===== src/include/kbd_macros.svh =====
`ifndef KBD_MACROS_SVH
`define KBD_MACROS_SVH

// keyboard byte and line handling
`define KBD_BYTE_W 8
`define KBD_SYNC_STAGES 2

// latch cycles with the keyboard clock held low before a host frame
`define KBD_INHIBIT_CYCLES 8

// select scan code set, its argument, and the keyboard acknowledge
`define KBD_CMD_SET_CODES 8'hf0
`define KBD_CODE_SET_1 8'h01
`define KBD_ACK 8'hfa

`endif


===== src/logic/kbd_pkg.sv =====
`default_nettype none

`include "kbd_macros.svh"

package kbd_pkg;

	typedef logic [`KBD_BYTE_W-1:0] kbd_byte_t; // one keyboard byte

	typedef enum logic [2:0] {
		SEND_CMD, // offer F0 to the transmitter
		WAIT_CMD_DONE,
		WAIT_CMD_ACK,
		SEND_ARG, // offer 01
		WAIT_ARG_DONE,
		WAIT_ARG_ACK,
		IDLE, // initialised, waiting for a scan code
		HOLD // scan code on pa, irq1 high
	} ctrl_state_e;

	typedef enum logic [2:0] {
		READY,
		INHIBIT, // clock pulled low
		REQUEST, // data low, clock released
		SHIFT,
		STOP
	} tx_state_e;

endpackage

`default_nettype wire


===== src/logic/kbd_line_if.sv =====
`default_nettype none

interface kbd_line_if;

	logic clock_fall; // one-cycle pulse per falling keyboard clock
	logic clock_rise; // one-cycle pulse per rising keyboard clock
	logic data_bit; // synchronised data level
	logic clock_level; // synchronised clock level

	modport source (
		output clock_fall, clock_rise, data_bit, clock_level
	);

	modport sink (
		input clock_fall, clock_rise, data_bit, clock_level
	);

endinterface

`default_nettype wire


===== src/logic/kbd_line_sync.sv =====
`default_nettype none

`include "kbd_macros.svh"

module kbd_line_sync (
	input  logic       latch,
	input  logic       reset,
	input  logic       kbd_clock,
	input  logic       kbd_data,
	kbd_line_if.source line
);

	localparam int S = `KBD_SYNC_STAGES;

	// top stage holds the previous settled level for edge detection
	logic [S:0] clock_sync;
	logic [S:0] data_sync;

	always_ff @(posedge latch) begin
		if (reset) begin
			clock_sync <= '1; // idle high, no false edge
			data_sync <= '1;
			line.clock_fall <= 1'b0;
			line.clock_rise <= 1'b0;
		end else begin
			clock_sync <= {clock_sync[S-1:0], kbd_clock};
			data_sync <= {data_sync[S-1:0], kbd_data};
			line.clock_fall <= clock_sync[S] & ~clock_sync[S-1];
			line.clock_rise <= ~clock_sync[S] & clock_sync[S-1];
		end
	end

	// levels aligned with the registered edge pulses
	assign line.data_bit = data_sync[S];
	assign line.clock_level = clock_sync[S];

endmodule

`default_nettype wire


===== src/logic/kbd_frame_rx.sv =====
`default_nettype none

`include "kbd_macros.svh"

module kbd_frame_rx (
	input  logic               latch,
	input  logic               reset,
	kbd_line_if.sink           line,
	input  logic               tx_busy,
	output logic               rx_valid,
	output kbd_pkg::kbd_byte_t rx_byte
);

	import kbd_pkg::*;

	localparam int FRAME_BITS = `KBD_BYTE_W + 3; // start, data, parity, stop
	localparam logic [3:0] LAST_BIT = 4'(FRAME_BITS - 1);
	localparam logic [3:0] DATA_END = 4'(`KBD_BYTE_W);

	logic [3:0] bit_cnt; // index of the next bit in the frame
	kbd_byte_t shift_q;

	always_ff @(posedge latch) begin
		if (reset || tx_busy) begin
			bit_cnt <= '0; // host frame on the wire, not ours
			rx_valid <= 1'b0;
		end else begin
			rx_valid <= 1'b0;
			if (line.clock_fall) begin
				if (bit_cnt == LAST_BIT) begin
					bit_cnt <= '0;
					rx_valid <= 1'b1; // stop bit seen
				end else if (bit_cnt != '0 || !line.data_bit) begin
					bit_cnt <= bit_cnt + 4'd1; // start bit must be low
				end
			end
		end
	end

	// data bits arrive lsb first
	always_ff @(posedge latch) begin
		if (line.clock_fall && bit_cnt >= 4'd1 && bit_cnt <= DATA_END) begin
			shift_q <= {line.data_bit, shift_q[`KBD_BYTE_W-1:1]};
		end
	end

	assign rx_byte = shift_q; // stable from bit 8 until the next frame

endmodule

`default_nettype wire


===== src/logic/kbd_frame_tx.sv =====
`default_nettype none

`include "kbd_macros.svh"

module kbd_frame_tx (
	input  logic               latch,
	input  logic               reset,
	kbd_line_if.sink           line,
	input  logic               tx_start,
	input  kbd_pkg::kbd_byte_t tx_byte,
	output logic               tx_ready,
	output logic               kbd_clock_low,
	output logic               kbd_data_low
);

	import kbd_pkg::*;

	localparam logic [3:0] INHIBIT_LAST = 4'(`KBD_INHIBIT_CYCLES - 1);
	localparam logic [3:0] PARITY_IDX = 4'(`KBD_BYTE_W);

	tx_state_e state;
	kbd_byte_t byte_q; // byte being sent
	logic [3:0] count; // inhibit cycles, then bit index
	logic cur_bit; // level presented on the data line
	logic parity;

	assign parity = ~^byte_q; // odd parity over data plus parity bit
	assign tx_ready = (state == READY);
	assign kbd_clock_low = (state == INHIBIT);
	assign kbd_data_low = ~cur_bit;

	always_ff @(posedge latch) begin
		if (tx_start && state == READY) begin
			byte_q <= tx_byte;
		end
	end

	always_ff @(posedge latch) begin
		if (reset) begin
			state <= READY;
			count <= '0;
			cur_bit <= 1'b1;
		end else begin
			case (state)
				READY: begin
					count <= '0;
					if (tx_start) begin
						state <= INHIBIT;
					end
				end
				INHIBIT: begin
					if (!line.clock_level) begin // time the hold from the line seen low
						if (count == INHIBIT_LAST) begin
							state <= REQUEST;
							count <= '0;
							cur_bit <= 1'b0; // start bit
						end else begin
							count <= count + 4'd1;
						end
					end
				end
				REQUEST: begin
					if (line.clock_rise) begin // released clock now high
						state <= SHIFT;
					end
				end
				SHIFT: begin
					if (line.clock_fall) begin
						count <= count + 4'd1;
						if (count < PARITY_IDX) begin
							cur_bit <= byte_q[count[2:0]];
						end else if (count == PARITY_IDX) begin
							cur_bit <= parity;
						end else begin
							cur_bit <= 1'b1; // stop bit, line released
							state <= STOP;
						end
					end
				end
				STOP: begin
					if (line.clock_fall) begin
						state <= READY;
					end
				end
				default: state <= READY;
			endcase
		end
	end

endmodule

`default_nettype wire


===== src/logic/kbd_ctrl.sv =====
`default_nettype none

`include "kbd_macros.svh"

module kbd_ctrl (
	input  logic               latch,
	input  logic               reset,
	input  logic               pb7,
	input  logic               rx_valid,
	input  kbd_pkg::kbd_byte_t rx_byte,
	input  logic               tx_ready,
	output logic               tx_start,
	output kbd_pkg::kbd_byte_t tx_byte,
	output kbd_pkg::kbd_byte_t pa,
	output logic               irq1
);

	import kbd_pkg::*;

	ctrl_state_e state;
	logic is_ack;

	assign is_ack = (rx_byte == `KBD_ACK);
	assign tx_start = (state == SEND_CMD) || (state == SEND_ARG);
	assign tx_byte = (state == SEND_ARG) ? `KBD_CODE_SET_1 : `KBD_CMD_SET_CODES;
	assign irq1 = (state == HOLD); // scan code waiting for the pc

	always_ff @(posedge latch) begin
		if (reset) begin
			state <= SEND_CMD;
			pa <= '0;
		end else begin
			case (state)
				SEND_CMD: begin
					if (tx_ready) begin // accepted this cycle
						state <= WAIT_CMD_DONE;
					end
				end
				WAIT_CMD_DONE: begin
					if (tx_ready) begin
						state <= WAIT_CMD_ACK;
					end
				end
				WAIT_CMD_ACK: begin
					if (rx_valid) begin
						state <= is_ack ? SEND_ARG : SEND_CMD;
					end
				end
				SEND_ARG: begin
					if (tx_ready) begin
						state <= WAIT_ARG_DONE;
					end
				end
				WAIT_ARG_DONE: begin
					if (tx_ready) begin
						state <= WAIT_ARG_ACK;
					end
				end
				WAIT_ARG_ACK: begin
					if (rx_valid) begin
						state <= is_ack ? IDLE : SEND_CMD; // any other reply restarts
					end
				end
				IDLE: begin
					if (rx_valid) begin
						pa <= rx_byte;
						state <= HOLD;
					end
				end
				HOLD: begin
					if (pb7) begin // clear strobe from the pc
						pa <= '0;
						state <= IDLE;
					end
				end
				default: state <= SEND_CMD;
			endcase
		end
	end

endmodule

`default_nettype wire


===== src/logic/kbd_interface.sv =====
`default_nettype none

module kbd_interface (
	input  logic               latch,
	input  logic               reset,
	input  logic               pb7,
	input  logic               kbd_clock,
	input  logic               kbd_data,
	output kbd_pkg::kbd_byte_t pa,
	output logic               irq1,
	output logic               kbd_clock_low,
	output logic               kbd_data_low
);

	import kbd_pkg::*;

	kbd_line_if line ();

	logic rx_valid;
	kbd_byte_t rx_byte;
	logic tx_start;
	kbd_byte_t tx_byte;
	logic tx_ready;
	logic tx_busy;

	assign tx_busy = ~tx_ready; // receiver ignores our own frames

	kbd_line_sync u_sync (
		.latch(latch),
		.reset(reset),
		.kbd_clock(kbd_clock),
		.kbd_data(kbd_data),
		.line(line.source)
	);

	kbd_frame_rx u_rx (
		.latch(latch),
		.reset(reset),
		.line(line.sink),
		.tx_busy(tx_busy),
		.rx_valid(rx_valid),
		.rx_byte(rx_byte)
	);

	kbd_frame_tx u_tx (
		.latch(latch),
		.reset(reset),
		.line(line.sink),
		.tx_start(tx_start),
		.tx_byte(tx_byte),
		.tx_ready(tx_ready),
		.kbd_clock_low(kbd_clock_low),
		.kbd_data_low(kbd_data_low)
	);

	kbd_ctrl u_ctrl (
		.latch(latch),
		.reset(reset),
		.pb7(pb7),
		.rx_valid(rx_valid),
		.rx_byte(rx_byte),
		.tx_ready(tx_ready),
		.tx_start(tx_start),
		.tx_byte(tx_byte),
		.pa(pa),
		.irq1(irq1)
	);

endmodule

`default_nettype wire


===== config.mk =====
export PLATFORM = sky130hd
export DESIGN_NAME = kbd_interface
export DESIGN_NICKNAME = d
export VERILOG_FILES = /design/src/logic/kbd_pkg.sv /design/src/logic/kbd_line_if.sv /design/src/logic/kbd_line_sync.sv /design/src/logic/kbd_frame_rx.sv /design/src/logic/kbd_frame_tx.sv /design/src/logic/kbd_ctrl.sv /design/src/logic/kbd_interface.sv
export VERILOG_INCLUDE_DIRS = /design/src /design/src/include
export SDC_FILE = /design/constraint.sdc
export NUM_CORES = 1
export LEC_CHECK = 0
export BUFFER_PORTS_ARGS = -buffer_cell sky130_fd_sc_hd__buf_2
export CAP_MARGIN = 20
export CORE_ASPECT_RATIO = 0.5
export CORE_MARGIN = 8
export CORE_UTILIZATION = 52
export CTS_CLUSTER_SIZE = 24
export DETAILED_ROUTE_END_ITERATION = 8
export GPL_TIMING_DRIVEN = 0
export PLACE_DENSITY = 0.82
export RECOVER_POWER = 25
export SLEW_MARGIN = 15
export SYNTH_ARGS = -nofsm -noshare
export SYNTH_HDL_FRONTEND = slang
export SYNTH_SLANG_ARGS = --single-unit

===== constraint.sdc =====
create_clock -name latch -period 1.4 [get_ports latch]
set_input_delay 0.21 -clock latch [delete_from_list [all_inputs] [get_ports latch]]
set_output_delay 0.21 -clock latch [all_outputs]
set_load 0.005 [all_outputs]

### Word-level counts from Yosys, hierarchy flattened

Cells that the tools add are included.

* reductions and logical operators: 22
* $lt $le $gt $ge: 4
* muxes and demuxes: 39
* bitwise gates (word level): 7
* equality and inequality tests: 31
* $add $sub $neg: 2

Operators by type and width (count)
* $mux W3: 17
* $ne A2 B2 Y1 const B: 14
* $mux W8: 3
* $pmux W3 S8: 1
* $mux W4: 5
* $pmux W8 S2: 1
* $reduce_and A8 Y1: 2
* $eq A3 B3 Y1 const B: 5
* $pmux W3 S5: 1
* $eq A3 B2 Y1 const B: 4
* $pmux W4 S3: 1
* $add A4 B1 Y4 const B: 2
* $eq A4 B4 Y1 const B: 2
* $eq A8 B8 Y1 const B: 1
* $reduce_xnor A8 Y1: 1
* $mux W1: 7
* $eq A3 B1 Y1 const B: 2
* $logic_not A3 Y1: 2
* $reduce_and A3 Y1: 2
* $reduce_bool A2 Y1: 3
* $not A1 Y1: 5
* $eq A4 B3 Y1 const B: 1
* $ge A4 B1 Y1 const B: 1
* $le A4 B4 Y1 const B: 1
* 15 further kinds: 21

* register bits: 48
* word-level logic and storage cells: 118
* output and inout bits: 11
* bits of input ports: 5

### Logic depth before layout (Yosys ltp)

Gate-level depths: netlist of run 1.

* depth in word-level cells: 5
* depth in mapped cells: 5
* depth with buffers taken out: 5

### Modules after synthesis

Synthesis of run 1 repeated with hierarchy kept, for this count alone.

* cell total of the unflattened synthesis: 210
* area, all modules: 2174.6 um^2

Modules (own cells, without submodules)
* kbd_frame_tx: instances 1, sequential area each 400.4 um^2, cells each 79, area each 834.6 um^2
* kbd_ctrl: instances 1, sequential area each 220.2 um^2, cells each 74, area each 603.1 um^2
* kbd_frame_rx: instances 1, sequential area each 340.3 um^2, cells each 40, area each 520.5 um^2
* kbd_line_sync: instances 1, sequential area each 160.2 um^2, cells each 16, area each 212.7 um^2
* kbd_interface: instances 1, sequential area each 0.0 um^2, cells each 1, area each 3.8 um^2

==> results by stage, run 1 <==
Status:
- The run finished, with violations left.
- The final reports fail on setup timing.

Power and ir drop:
- Of the total power, registers draw 0.494.
- The internal power is between 1.5 and 2 mW.
- The power dissipated by switching net loads is roughly 640 uW.
- Of the total power, the share spent switching nets is 0.246.
- The share of power burned in combinational logic is 0.139.
- The peak ir drop on the vdd network is around 0.77 mV.
- The analysis attributes to cell leakage a power of 0.918 nW.
- The clock share of power is 0.367.
- For this design the ratio of total power to cell area is around 1100 nW/um^2.

STA:
- The summed negative setup slack over all endpoints is -0.287 ns.
- The share of the cycle needed by the critical path after routing is 1.11.
- The fmax is 0.644 GHz.
- The minimum clock period is roughly 1.6 ns.
- After layout, the worst setup slack is -0.153 ns.
- The clock skew after layout is roughly 0.012 ns.
- Setup repair after global routing could not meet its margin everywhere.
- For the pin with the worst max-slew slack, the measured transition is 0.512 ns.
- Setup violations remaining at the end of the flow were counted as 5.
- The final number of max-transition violations is 0.
- The count of final hold-check violations is 0.
- The tightest slew margin relative to the limit is 0.659.

Clock tree:
- The number of sinks driven by the clock tree is 42.
- The H-tree was split into 2 levels.
- The TritonCTS clock tree is built.
- Clock tree synthesis inserted a total of 5 buffers.
- The post-cts hold buffer count is 0.
- The clock-pin slew of the registers on the worst-case setup and hold paths is 0.08 ns.
- The tree is rooted in a sky130_fd_sc_hd__clkbuf_8.
- Counting along the longest clock path gives a buffer depth of 2.
- Clock latency on the worst-skew pair, taken at its later pin, is 0.30 ns.

Hold path:
- The path category of the worst min-delay check is in2latch.

Synth:
- The number of distinct library cell variants in the gate-level netlist after synthesis is 47.
- By count the netlist is led by sky130_fd_sc_hd__dfxtp_1 (32), sky130_fd_sc_hd__nor2_1 (21), sky130_fd_sc_hd__a21oi_1 (12), sky130_fd_sc_hd__edfxtp_1 (10), sky130_fd_sc_hd__a22oi_1 (8).
- The synthesized design contains 10 enable-type register cells.
- By instance count, the leading cell after synthesis is sky130_fd_sc_hd__dfxtp_1.
- Yosys printed 0 warnings.
- Synthesis produced a netlist with a net count of 190.
- Of the post-synthesis cell area, the dominant cell type holds 0.350.
- The async set-reset flop share out of synthesis is 0.
- Dividing the synthesized area by the synthesized cell count gives ~10 um^2.
- The sequential share of the synthesized area is 0.514.
- The most used flip-flop cell after synthesis is sky130_fd_sc_hd__dfxtp_1.
- After technology mapping, the gate count stands at 184.
- The cell area that synthesis handed to floorplanning was between 1500 and 2000 um^2.
- The synthesized design contains 42 register bits.
- Of all cell types, the one taking the most synthesized area is sky130_fd_sc_hd__dfxtp_1.
- By area the synthesized netlist is led by sky130_fd_sc_hd__dfxtp_1 (35%), sky130_fd_sc_hd__edfxtp_1 (16%), sky130_fd_sc_hd__nor2_1 (4.3%), sky130_fd_sc_hd__a21oi_1 (3.3%), sky130_fd_sc_hd__a22oi_1 (3.3%).

Placement:
- The area of placed instances is 1980 um^2.
- Including well taps, the total number of placed cells is 250.
- The worst setup slack before clock tree synthesis is -0.234 ns.
- The port buffer count is 15.
- Routability-driven placement finished with a final weighted congestion of 0.771.
- The half-perimeter wire length after detailed placement is around 2500 um.

Die:
- 16 I/O pins were placed.
- From bottom edge to top edge, the die measures 58.0 um.
- The core outline area is 3400 um^2.
- The count of standard-cell rows is 15.
- The initial core utilization is 0.539.
- The die area is 5790 um^2.
- The horizontal die dimension is approximately 100 um.

Layout:
- The diode insertion count for antenna repair is 0.
- The share of cells above drive strength 1 is 0.408.
- The finished layout holds 274 standard cells, fillers aside.
- The layout-stage area growth over the synthesis result is 32.5%.
- The post-route core utilization is 0.715.
- The cell area after layout is 2430 um^2.
- The final net count is around 230.

Worst setup path:
- Among the stages of the critical path, the cell type that occurs most often is sky130_fd_sc_hd__nor4_2.
- The critical path startpoint category is a latch.
- The number of buffers and inverters on the critical path is 1.
- For this design, the slowest cell found on the critical path is sky130_fd_sc_hd__nor4_2.
- The cell family with the largest share of critical-path delay is simple AND/OR/NAND/NOR gates.
- Setup slack on the worst reg-to-reg path comes out at -0.15 ns.
- STA puts the critical path data arrival time at 1.72 ns.
- The kind of capture point of the worst setup path is a latch.
- The critical path goes through buf_6 -> nor4_2 -> a211oi_4 -> a211oi_2 -> nor4_2.
- By startpoint and endpoint, the worst setup path is classified as latch2latch.
- Of all nets on the critical path, the largest fanout is 4.
- For this run, the slowest stage of the critical path takes 0.49 ns.
- STA puts the critical path data required time at around 1.6 ns.

Drt:
- The post-detailed-routing wire length is about 4500 um.
- The average routed wire per standard cell is 16.5 um.
- In the routed design, unresolved DRC markers number 0.
- Once detail routing completed, the nets flagged for antenna violations numbered 0.
- The number of DRC markers after the initial detailed-route iteration is 71.
- The number of iterations in the first detailed-routing pass is 4.
- Using the TritonRoute via totals, the vias-per-cell ratio works out to between 5 and 6.
- The routed layout has roughly 1500 vias.

Global routing:
- The initial antenna violation count is 0.
- Global routing finished with a remaining overflow of 0.
- The number of global-route vias before repair is 1427.
- Across every metal layer, demand over resource in global routing totals 0.146.
- The pin count of the biggest net entering global routing is 14.
- The wire length of the first global-routing pass is approximately 6800 um.

Run:
- The tool flagged a number of max-cap violations equal to 0.
[metal layers]
layer / up-vias / routed length [um] / track usage
li1: 737 / - / -
met2: 65 / 2090 / 0.231
met3: 21 / 309 / 0.0406
met5: - / 0 / 0
met1: 725 / 1980 / 0.182
met4: 0 / 158 / 0.0682
[registers in the layout, summed over array words and instances, names as in the netlist]
signal / flops
u_ctrl.pa: 8
u_ctrl.state: 3
u_rx.bit_cnt: 4
u_rx.rx_byte: 8
u_rx.rx_valid: 1
u_sync.clock_sync: 3
u_sync.data_sync: 3
u_sync.line.clock_fall: 1
u_sync.line.clock_rise: 1
u_tx.byte_q: 2
u_tx.count: 4
u_tx.cur_bit: 1
u_tx.state: 3
[cells by family after synthesis]
group / after synthesis / synth area share
AO/OA/AOI/OAI: 43 / 0.161
buffers and inverters: 14 / 0.0362
adder cells (fa/ha/maj): 1 / 0.00683
multiplexers: 4 / 0.0232
flip-flops: 42 / 0.514
XOR/XNOR: 5 / 0.0239
AND/OR/NAND/NOR: 75 / 0.236
[through the flow]
step                      power [mW]  hold slack, ns
after floorplan                 1.50           0.314
after global placement          1.55           0.392
after detailed placement        1.56           0.395
after CTS                       2.56          0.0922
after global routing            2.71          0.0836
final                           2.62          0.0941
[layout make-up]
| type | instances | area (um^2) |
|---|---|---|
| timing repair buffer | 33 | 220 |
| sequential | 42 | 957 |
| tap | 51 | 63.8 |
| multi-input combinational | 128 | 993 |
| clock buffer | 6 | 72.6 |
| buffer | 7 | 60.1 |
| inverter | 5 | 22.5 |
| fill | 230 | 970 |
| clock inverter | 2 | 37.5 |
[what timing repair did]
action / CTS / global route
hold endpoints to repair: 0 / 0
resized for setup: 24 / 30
pin swaps: 6 / 7
cloned: 0 / 0
setup buffers: 12 / 6
setup endpoints to repair: 34 / 34
[path summary, 6_finish.rpt]
kind / from / to / depth (start not counted)
setup / recovery: u_tx.state[0] / u_ctrl.state[1] / 5
hold / removal: kbd_clock / u_sync.clock_sync[0] / 2
setup reg to reg: u_tx.state[0] / u_ctrl.state[1] / 5
hold reg to reg: u_sync.data_sync[1] / u_sync.data_sync[2] / 1
[power by group through the flow]
stage          registers [mW]  clock network, mW  logic [mW]
3_3_place_gp             1.31                  0       0.234
3_5_place_dp             1.31                  0       0.242
6_report                 1.30              0.964       0.364
4_1_cts                  1.29              0.967       0.305
2_1_floorplan            1.31                  0       0.194
5_1_grt                  1.30               1.02       0.391
[placed cells by master (no fill, tap or decap), drive strengths merged, types with 2 or more instances in the layout]
cell type / instances
nor3: 5
xor2: 4
nand2b: 3
buf: 37
nor2: 21
nor4: 3
clkinvlp: 2
nand4bb: 2
and2: 5
a21oi: 12
or2: 7
inv: 4
nor4b: 2
nor2b: 5
nand4b: 2
clkbuf: 9
nand3b: 2
nand3: 4
nand2: 7
a31oi: 2
a22oi: 8
mux2i: 2
dfxtp: 32
o21a: 2
nor3b: 3
edfxtp: 10
o21ai: 7
a211oi: 5
mux2: 2
[worst register-to-register path, stage by stage (launching register included)]
cell                       delay, ns
sky130_fd_sc_hd__dfxtp_2        0.34
sky130_fd_sc_hd__buf_6          0.12
sky130_fd_sc_hd__nor4_2         0.49
sky130_fd_sc_hd__a211oi_4       0.10
sky130_fd_sc_hd__a211oi_2       0.28
sky130_fd_sc_hd__nor4_2         0.08
Power figures use the tool's default switching activity.
==> run 2: changes to the inputs <==
--- a/config.mk
+++ b/config.mk
@@ -6,7 +6,7 @@
 export SDC_FILE = /design/constraint.sdc
 export NUM_CORES = 1
 export LEC_CHECK = 0
-export BUFFER_PORTS_ARGS = -buffer_cell sky130_fd_sc_hd__buf_2
+export BUFFER_PORTS_ARGS = -buffer_cell sky130_fd_sc_hd__buf_4
 export CAP_MARGIN = 20
 export CORE_ASPECT_RATIO = 0.5
 export CORE_MARGIN = 8
==> results by stage, run 2 (synthesis results as in run 1) <==
Clock tree:
- The maximum count of clock buffers along a single path is 2 (unchanged).
- The clock latency reported for the late side of the worst-skew pair is 0.30 ns (about the same).
- The number of sinks driven by the clock tree is 42 (unchanged).
- The number of buffers added by the clock tree synthesis step is 5 (unchanged).
- The clock root buffer is sky130_fd_sc_hd__clkbuf_8.
- The clock-pin slew of the registers on the worst-case setup and hold paths was 0.09 ns (about the same).
- The TritonCTS clock tree is built.
- The number of H-tree branching levels is 2 (unchanged).

STA:
- The actual slew at the worst max-slew pin is 0.535 ns (+0.0233 ns).
- Setup repair after global routing could not meet its margin everywhere.
- The clock skew after layout is 0.0108 ns (-0.00101 ns).
- The share of the cycle needed by the critical path after routing came to 1.06 (-0.0449).
- The count of final hold-check violations is 0 (unchanged).
- The summed negative setup slack over all endpoints is -0.218 ns (+0.0690 ns).
- The minimum clock period was 1.49 ns (-0.0628 ns).
- The final setup violation count was 5 (unchanged).
- The worst setup margin is -0.0905 ns (+0.0628 ns).
- The tightest slew margin relative to the limit came to 0.643 (-0.0155).
- The final number of max-transition violations is 0 (unchanged).
- The fmax is 0.671 GHz (+4.2%).

Global routing:
- The met1 demand-to-capacity share in global routing was 0.173 (-0.00921).
- The wire length of the first global-routing pass is 6510 um (-3.9%).
- The residual overflow from global routing is 0 (unchanged).
- The pin count of the biggest net entering global routing is 15 (+1).
- The global routing usage on met3 is 0.0453 (+0.00477).
- The number of global-route vias before repair is 1414 (-0.91%).
- The overall global routing resource usage was 0.142 (-0.00438).
- The global routing usage on met2 was 0.221 (-0.0104).
- The layer with the highest usage is met2.
- The initial antenna violation count was 0 (unchanged).

Power and ir drop:
- The power density of the placed cells was 1040 nW/um^2 (-3.6%).
- The power after layout was 2.65 mW (+1.2%).
- The peak ir drop on the vdd network is 0.447 mV (-42%).
- The leakage power of the design is 0.980 nW (+6.8%).

Drt:
- The per-cell via count in the routed design is 5.97 (+5.6%).
- The number of DRC markers after the initial detailed-route iteration is 127 (+79%).
- The detailed-route DRC error count was 0 (unchanged).
- The post-detailed-routing wire length is 4970 um (+9.5%).
- The via total after detailed routing is 1671 (+7.9%).
- The average routed wire per standard cell is 17.7 um (+7.2%).
- The number of nets with antenna violations after routing was 0 (unchanged).
- The number of iterations in the first detailed-routing pass is 5 (+1).

Layout:
- The library cells used most frequently in the layout, excluding fill and tap cells, are sky130_fd_sc_hd__buf_4 (35), sky130_fd_sc_hd__dfxtp_1 (24), sky130_fd_sc_hd__nor2_1 (19).
- The diode insertion count for antenna repair came to 0 (unchanged).
- The area used by sequential logic in the layout is 956 um^2 (-0.13%).
- The number of inserted filler cells in the final layout is 192 (-17%).
- The total area of multi-input combinational cells is 1010 um^2 (+2.0%).
- The layout-stage area growth over the synthesis result is 39.1%.
- The share of cells above drive strength 1 was 0.454 (+0.0461).
- The library cell used most frequently in the layout, excluding fill and tap cells, is sky130_fd_sc_hd__buf_4.
- The final net count is 234 (+2.6%).

Placement:
- The routability congestion estimate from global placement is 0.814 (+5.6%).
- The port buffer count is 15 (unchanged).
- The worst setup slack before clock tree synthesis is -0.213 ns (+0.0210 ns).
- The half-perimeter wire length after detailed placement is 2430 um (-1.4%).

Worst setup path:
- The critical path in this run is classified as latch2latch.
- The worst setup path is captured at a latch.
- The largest fanout on the critical path is 3 (-1).
- The critical path startpoint category is a latch.
- The arrival time of data at the critical path endpoint is 1.66 ns (-0.06 ns).
- For this design, the slowest cell found on the critical path is sky130_fd_sc_hd__or4_4.
- The critical path goes through or4_4 -> and2_4 -> a211oi_2 -> nor4_2.
- The data required time at the worst endpoint is 1.57 ns (about the same).
- The largest stage delay on the critical path is 0.57 ns (+0.08 ns).

Status:
- The final reports fail on setup timing.
- The flow ran to the end, but the final reports show violations.

Die:
- The core outline area came to 3400 um^2 (unchanged).
- The count of standard-cell rows is 15 (unchanged).
- The die area was 5790 um^2 (unchanged).
- The number of I/O pins came to 16 (unchanged).
- The vertical extent of the die was 58.0 um (unchanged).
- The horizontal die dimension is 99.9 um (unchanged).
- The initial core utilization is 0.539 (unchanged).

Run:
- The number of max-cap violations was 0 (unchanged).

Hold path:
- The min-delay analysis places its worst path in the category in2latch.
[run 2: critical path, delay by kind of cell (launching register included)]
family | cells | cell delay (ns)
compound gates | 1 | 0.22
flops | 1 | 0.35
simple gates | 3 | 0.80
[run 2: per-layer routing]
metal	routed length [um]	vias up
met5	0	-
met4	180	0
met3	419	28
met2	2280	108
met1	2090	790
li1	-	745
[run 2: layout make-up]
cell class	count	area share
Inverter	5	0.00884
Clock buffer	5	0.0270
Buffer	7	0.0236
Tap cell	51	0.0250
Clock inverter	3	0.0172
Sequential cell	42	0.375
Multi-Input combinational cell	128	0.398
Timing Repair Buffer	39	0.126
[run 2: timing repair]
| item | CTS | global route |
|---|---|---|
| pin swaps | 1 | 11 |
| setup buffers | 9 | 15 |
| cloned | 0 | 0 |
| endpoints found under the setup margin | 34 | 30 |
| gates resized for setup | 28 | 34 |
| hold buffers | 0 | 0 |
[run 2: worst paths after layout]
| path | from | endpoint | slack (ns) | cells after the start |
|---|---|---|---|---|
| setup / recovery | u_tx.state[2] | u_ctrl.state[1] | -0.09 | 4 |
| setup reg to reg | u_tx.state[2] | u_ctrl.state[1] | -0.09 | 4 |
| hold reg to reg | u_sync.data_sync[1] | u_sync.data_sync[2] | 0.40 | 1 |
| hold / removal | kbd_clock | u_sync.clock_sync[0] | 0.09 | 2 |
[run 2: power by group]
| group | internal [mW] | leakage, nW | total (mW) | switching, mW |
|---|---|---|---|---|
| Clock | 0.535 | 0.0585 | 0.982 | 0.447 |
| Sequential | 1.27 | 0.353 | 1.29 | 0.0256 |
| Combinational | 0.190 | 0.569 | 0.381 | 0.191 |
[run 2: stage by stage]
stage | area (um^2) | hold WS (ns) | instances | util
2_1_floorplan | 1840 | 0.314 | 184 | -
3_3_place_gp | 2020 | 0.392 | 250 | 0.594
3_5_place_dp | 2020 | 0.394 | 250 | 0.594
4_1_cts | 2290 | 0.0908 | 266 | 0.675
5_1_grt | 2550 | 0.0923 | 280 | 0.750
6_report | 2550 | 0.0923 | 280 | 0.750
==> run 3: changes to the inputs <==
--- a/config.mk
+++ b/config.mk
@@ -20,3 +20,4 @@
 export SYNTH_ARGS = -nofsm -noshare
 export SYNTH_HDL_FRONTEND = slang
 export SYNTH_SLANG_ARGS = --single-unit
+export TNS_END_PERCENT = 10
==> results by stage, run 3 (synthesis results as in run 1) <==
Worst setup path:
- The worst setup path is of the latch2out kind.
- The data required time at the worst endpoint came to 1.19 ns (-0.38 ns).
- The largest fanout on the critical path was 10 (+7).
- The arrival time of data at the critical path endpoint is 1.26 ns (-0.40 ns).
- The worst setup path is captured at an output port.
- The critical path startpoint category is a latch.

STA:
- The actual slew at the worst max-slew pin is 0.508 ns (-0.0273 ns).
- The final number of max-transition violations came to 0 (unchanged).
- The share of the cycle needed by the critical path after routing is 1.05 (-0.0132).
- The worst setup margin is -0.0721 ns (+0.0184 ns).
- The count of final hold-check violations was 0 (unchanged).
- The minimum clock period is 1.47 ns (-0.0184 ns).
- The tightest slew margin relative to the limit came to 0.661 (+0.0182).
- The final setup violation count is 5 (unchanged).
- The clock skew after layout is 0.00468 ns (-0.00610 ns).
- The summed negative setup slack over all endpoints was -0.227 ns (-0.00887 ns).
- The fmax is 0.679 GHz (+1.3%).
- Setup repair after global routing could not meet its margin everywhere.

Clock tree:
- The clock latency reported for the late side of the worst-skew pair came to 0.29 ns (about the same).
- The number of buffers added by the clock tree synthesis step came to 5 (unchanged).
- The number of H-tree branching levels was 2 (unchanged).
- The cell sitting at the root of the clock tree is a sky130_fd_sc_hd__clkbuf_8.
- The number of sinks driven by the clock tree is 42 (unchanged).
- The maximum count of clock buffers along a single path was 2 (unchanged).
- TritonCTS built the clock tree.
- The clock-pin slew of the registers on the worst-case setup and hold paths came to 0.08 ns (about the same).

Die:
- The vertical extent of the die came to 58.0 um (unchanged).
- The number of I/O pins was 16 (unchanged).
- The initial core utilization is 0.539 (unchanged).
- The core outline area is 3400 um^2 (unchanged).
- The horizontal die dimension is 99.9 um (unchanged).
- The die area is 5790 um^2 (unchanged).
- The count of standard-cell rows is 15 (unchanged).

Drt:
- The via total after detailed routing was 1454 (-13%).
- The number of DRC markers after the initial detailed-route iteration is 115 (-9.4%).
- The per-cell via count in the routed design is 5.57 (-6.7%).
- The average routed wire per standard cell is 15.2 um (-14%).
- The number of nets with antenna violations after routing came to 0 (unchanged).
- The post-detailed-routing wire length is 3960 um (-20%).
- The number of iterations in the first detailed-routing pass is 4 (-1).
- The detailed-route DRC error count is 0 (unchanged).

Global routing:
- The residual overflow from global routing is 0 (unchanged).
- The wire length of the first global-routing pass is 6460 um (-0.74%).
- The overall global routing resource usage is 0.137 (-0.00463).
- The number of global-route vias before repair is 1346 (-4.8%).
- The initial antenna violation count is 0 (unchanged).
- The pin count of the biggest net entering global routing came to 14 (-1).

Layout:
- The share of cells above drive strength 1 is 0.343 (-0.111).
- The number of non-filler instances in the completed layout is 261 (-6.8%).
- The number of inserted filler cells in the final layout came to 248 (+29%).
- The layout-stage area growth over the synthesis result is 25.0%.
- The total area of multi-input combinational cells was 957 um^2 (-5.6%).
- The final net count is 215 (-8.1%).
- The cell area after layout is 2290 um^2 (-10%).
- The commonest non-fill, non-tap cell in the layout is sky130_fd_sc_hd__dfxtp_1.
- The diode insertion count for antenna repair is 0 (unchanged).
- The post-route core utilization is 0.674 (-0.0762).
- The library cells used most frequently in the layout, excluding fill and tap cells, are sky130_fd_sc_hd__dfxtp_1 (25), sky130_fd_sc_hd__buf_4 (21), sky130_fd_sc_hd__nor2_1 (20).
- The area used by sequential logic in the layout was 952 um^2 (-0.39%).

Status:
- The flow ran to the end, but the final reports show violations.
- The final reports fail on setup timing.

Placement:
- The worst setup slack before clock tree synthesis was -0.218 ns (-0.00511 ns).
- The total instance count after detailed placement is 250 (unchanged).
- The routability congestion estimate from global placement is 0.835 (+2.6%).
- The port buffer count came to 15 (unchanged).
- The half-perimeter wire length after detailed placement is 2480 um (+2.3%).
- The area of placed instances is 2010 um^2 (-0.25%).

Power and ir drop:
- The peak ir drop on the vdd network came to 0.401 mV (-10%).
- The power density of the placed cells came to 1060 nW/um^2 (+2.2%).
- The leakage power of the design is 0.847 nW (-14%).

Hold path:
- The path category of the worst min-delay check is in2latch.

Run:
- The number of max-cap violations is 0 (unchanged).
## run 3: changes by cell type in the layout (fill, tap and decap cells not counted), sizes merged
cell    before  now
buf         44   24
clkbuf       7    9
bufinv       1    0
## run 3: power breakdown
group / internal, mW / total (mW) / switching, mW
combinational: 0.163 / 0.334 / 0.170
clock: 0.396 / 0.808 / 0.412
sequential: 1.27 / 1.29 / 0.0265
## run 3: metal layers
metal  global-route usage  part of all wire
met5                    0                 0
met3               0.0453             0.072
met4               0.0362             0.011
met2                0.221              0.48
met1                0.173              0.44
## run 3: repair_timing
action,in CTS,in global routing
gates resized for setup,22,20
hold buffers,0,0
endpoints found under the setup margin,30,35
gates cloned,0,0
buffers inserted,4,1
pin swaps,5,8
## run 3: stage by stage
step	hold slack (ns)	total power, mW
6_report	0.0988	2.44
5_1_grt	0.0883	2.53
2_1_floorplan	0.314	1.50
3_5_place_dp	0.394	1.56
3_3_place_gp	0.391	1.55
4_1_cts	0.0979	2.40
## run 3: final timing paths
check,startpoint,endpoint,slack [ns],depth (start not counted)
max,u_tx.state[0],kbd_clock_low,-0.07,4
min,kbd_clock,u_sync.clock_sync[0],0.1,2
max reg2reg,u_tx.state[0],u_ctrl.state[1],-0.07,4
min reg2reg,u_sync.data_sync[1],u_sync.data_sync[2],0.41,1
## run 3: final cells by class
class / instances / share of cell area
plain buffers: 7 / 0.0230
well taps: 51 / 0.0279
multi-input cells: 128 / 0.418
repair buffers: 20 / 0.0656
clock inverters: 2 / 0.00546
flip-flops and latches: 42 / 0.416
clock buffers: 6 / 0.0361
inverters: 5 / 0.00820
## run 3: worst max-delay path, cell delays in order, from the launching register on
cell and delay (ns):
sky130_fd_sc_hd__dfxtp_2 0.38, sky130_fd_sc_hd__buf_6 0.16, sky130_fd_sc_hd__and2b_2 0.17, sky130_fd_sc_hd__nor2b_1 0.14, sky130_fd_sc_hd__buf_4 0.12
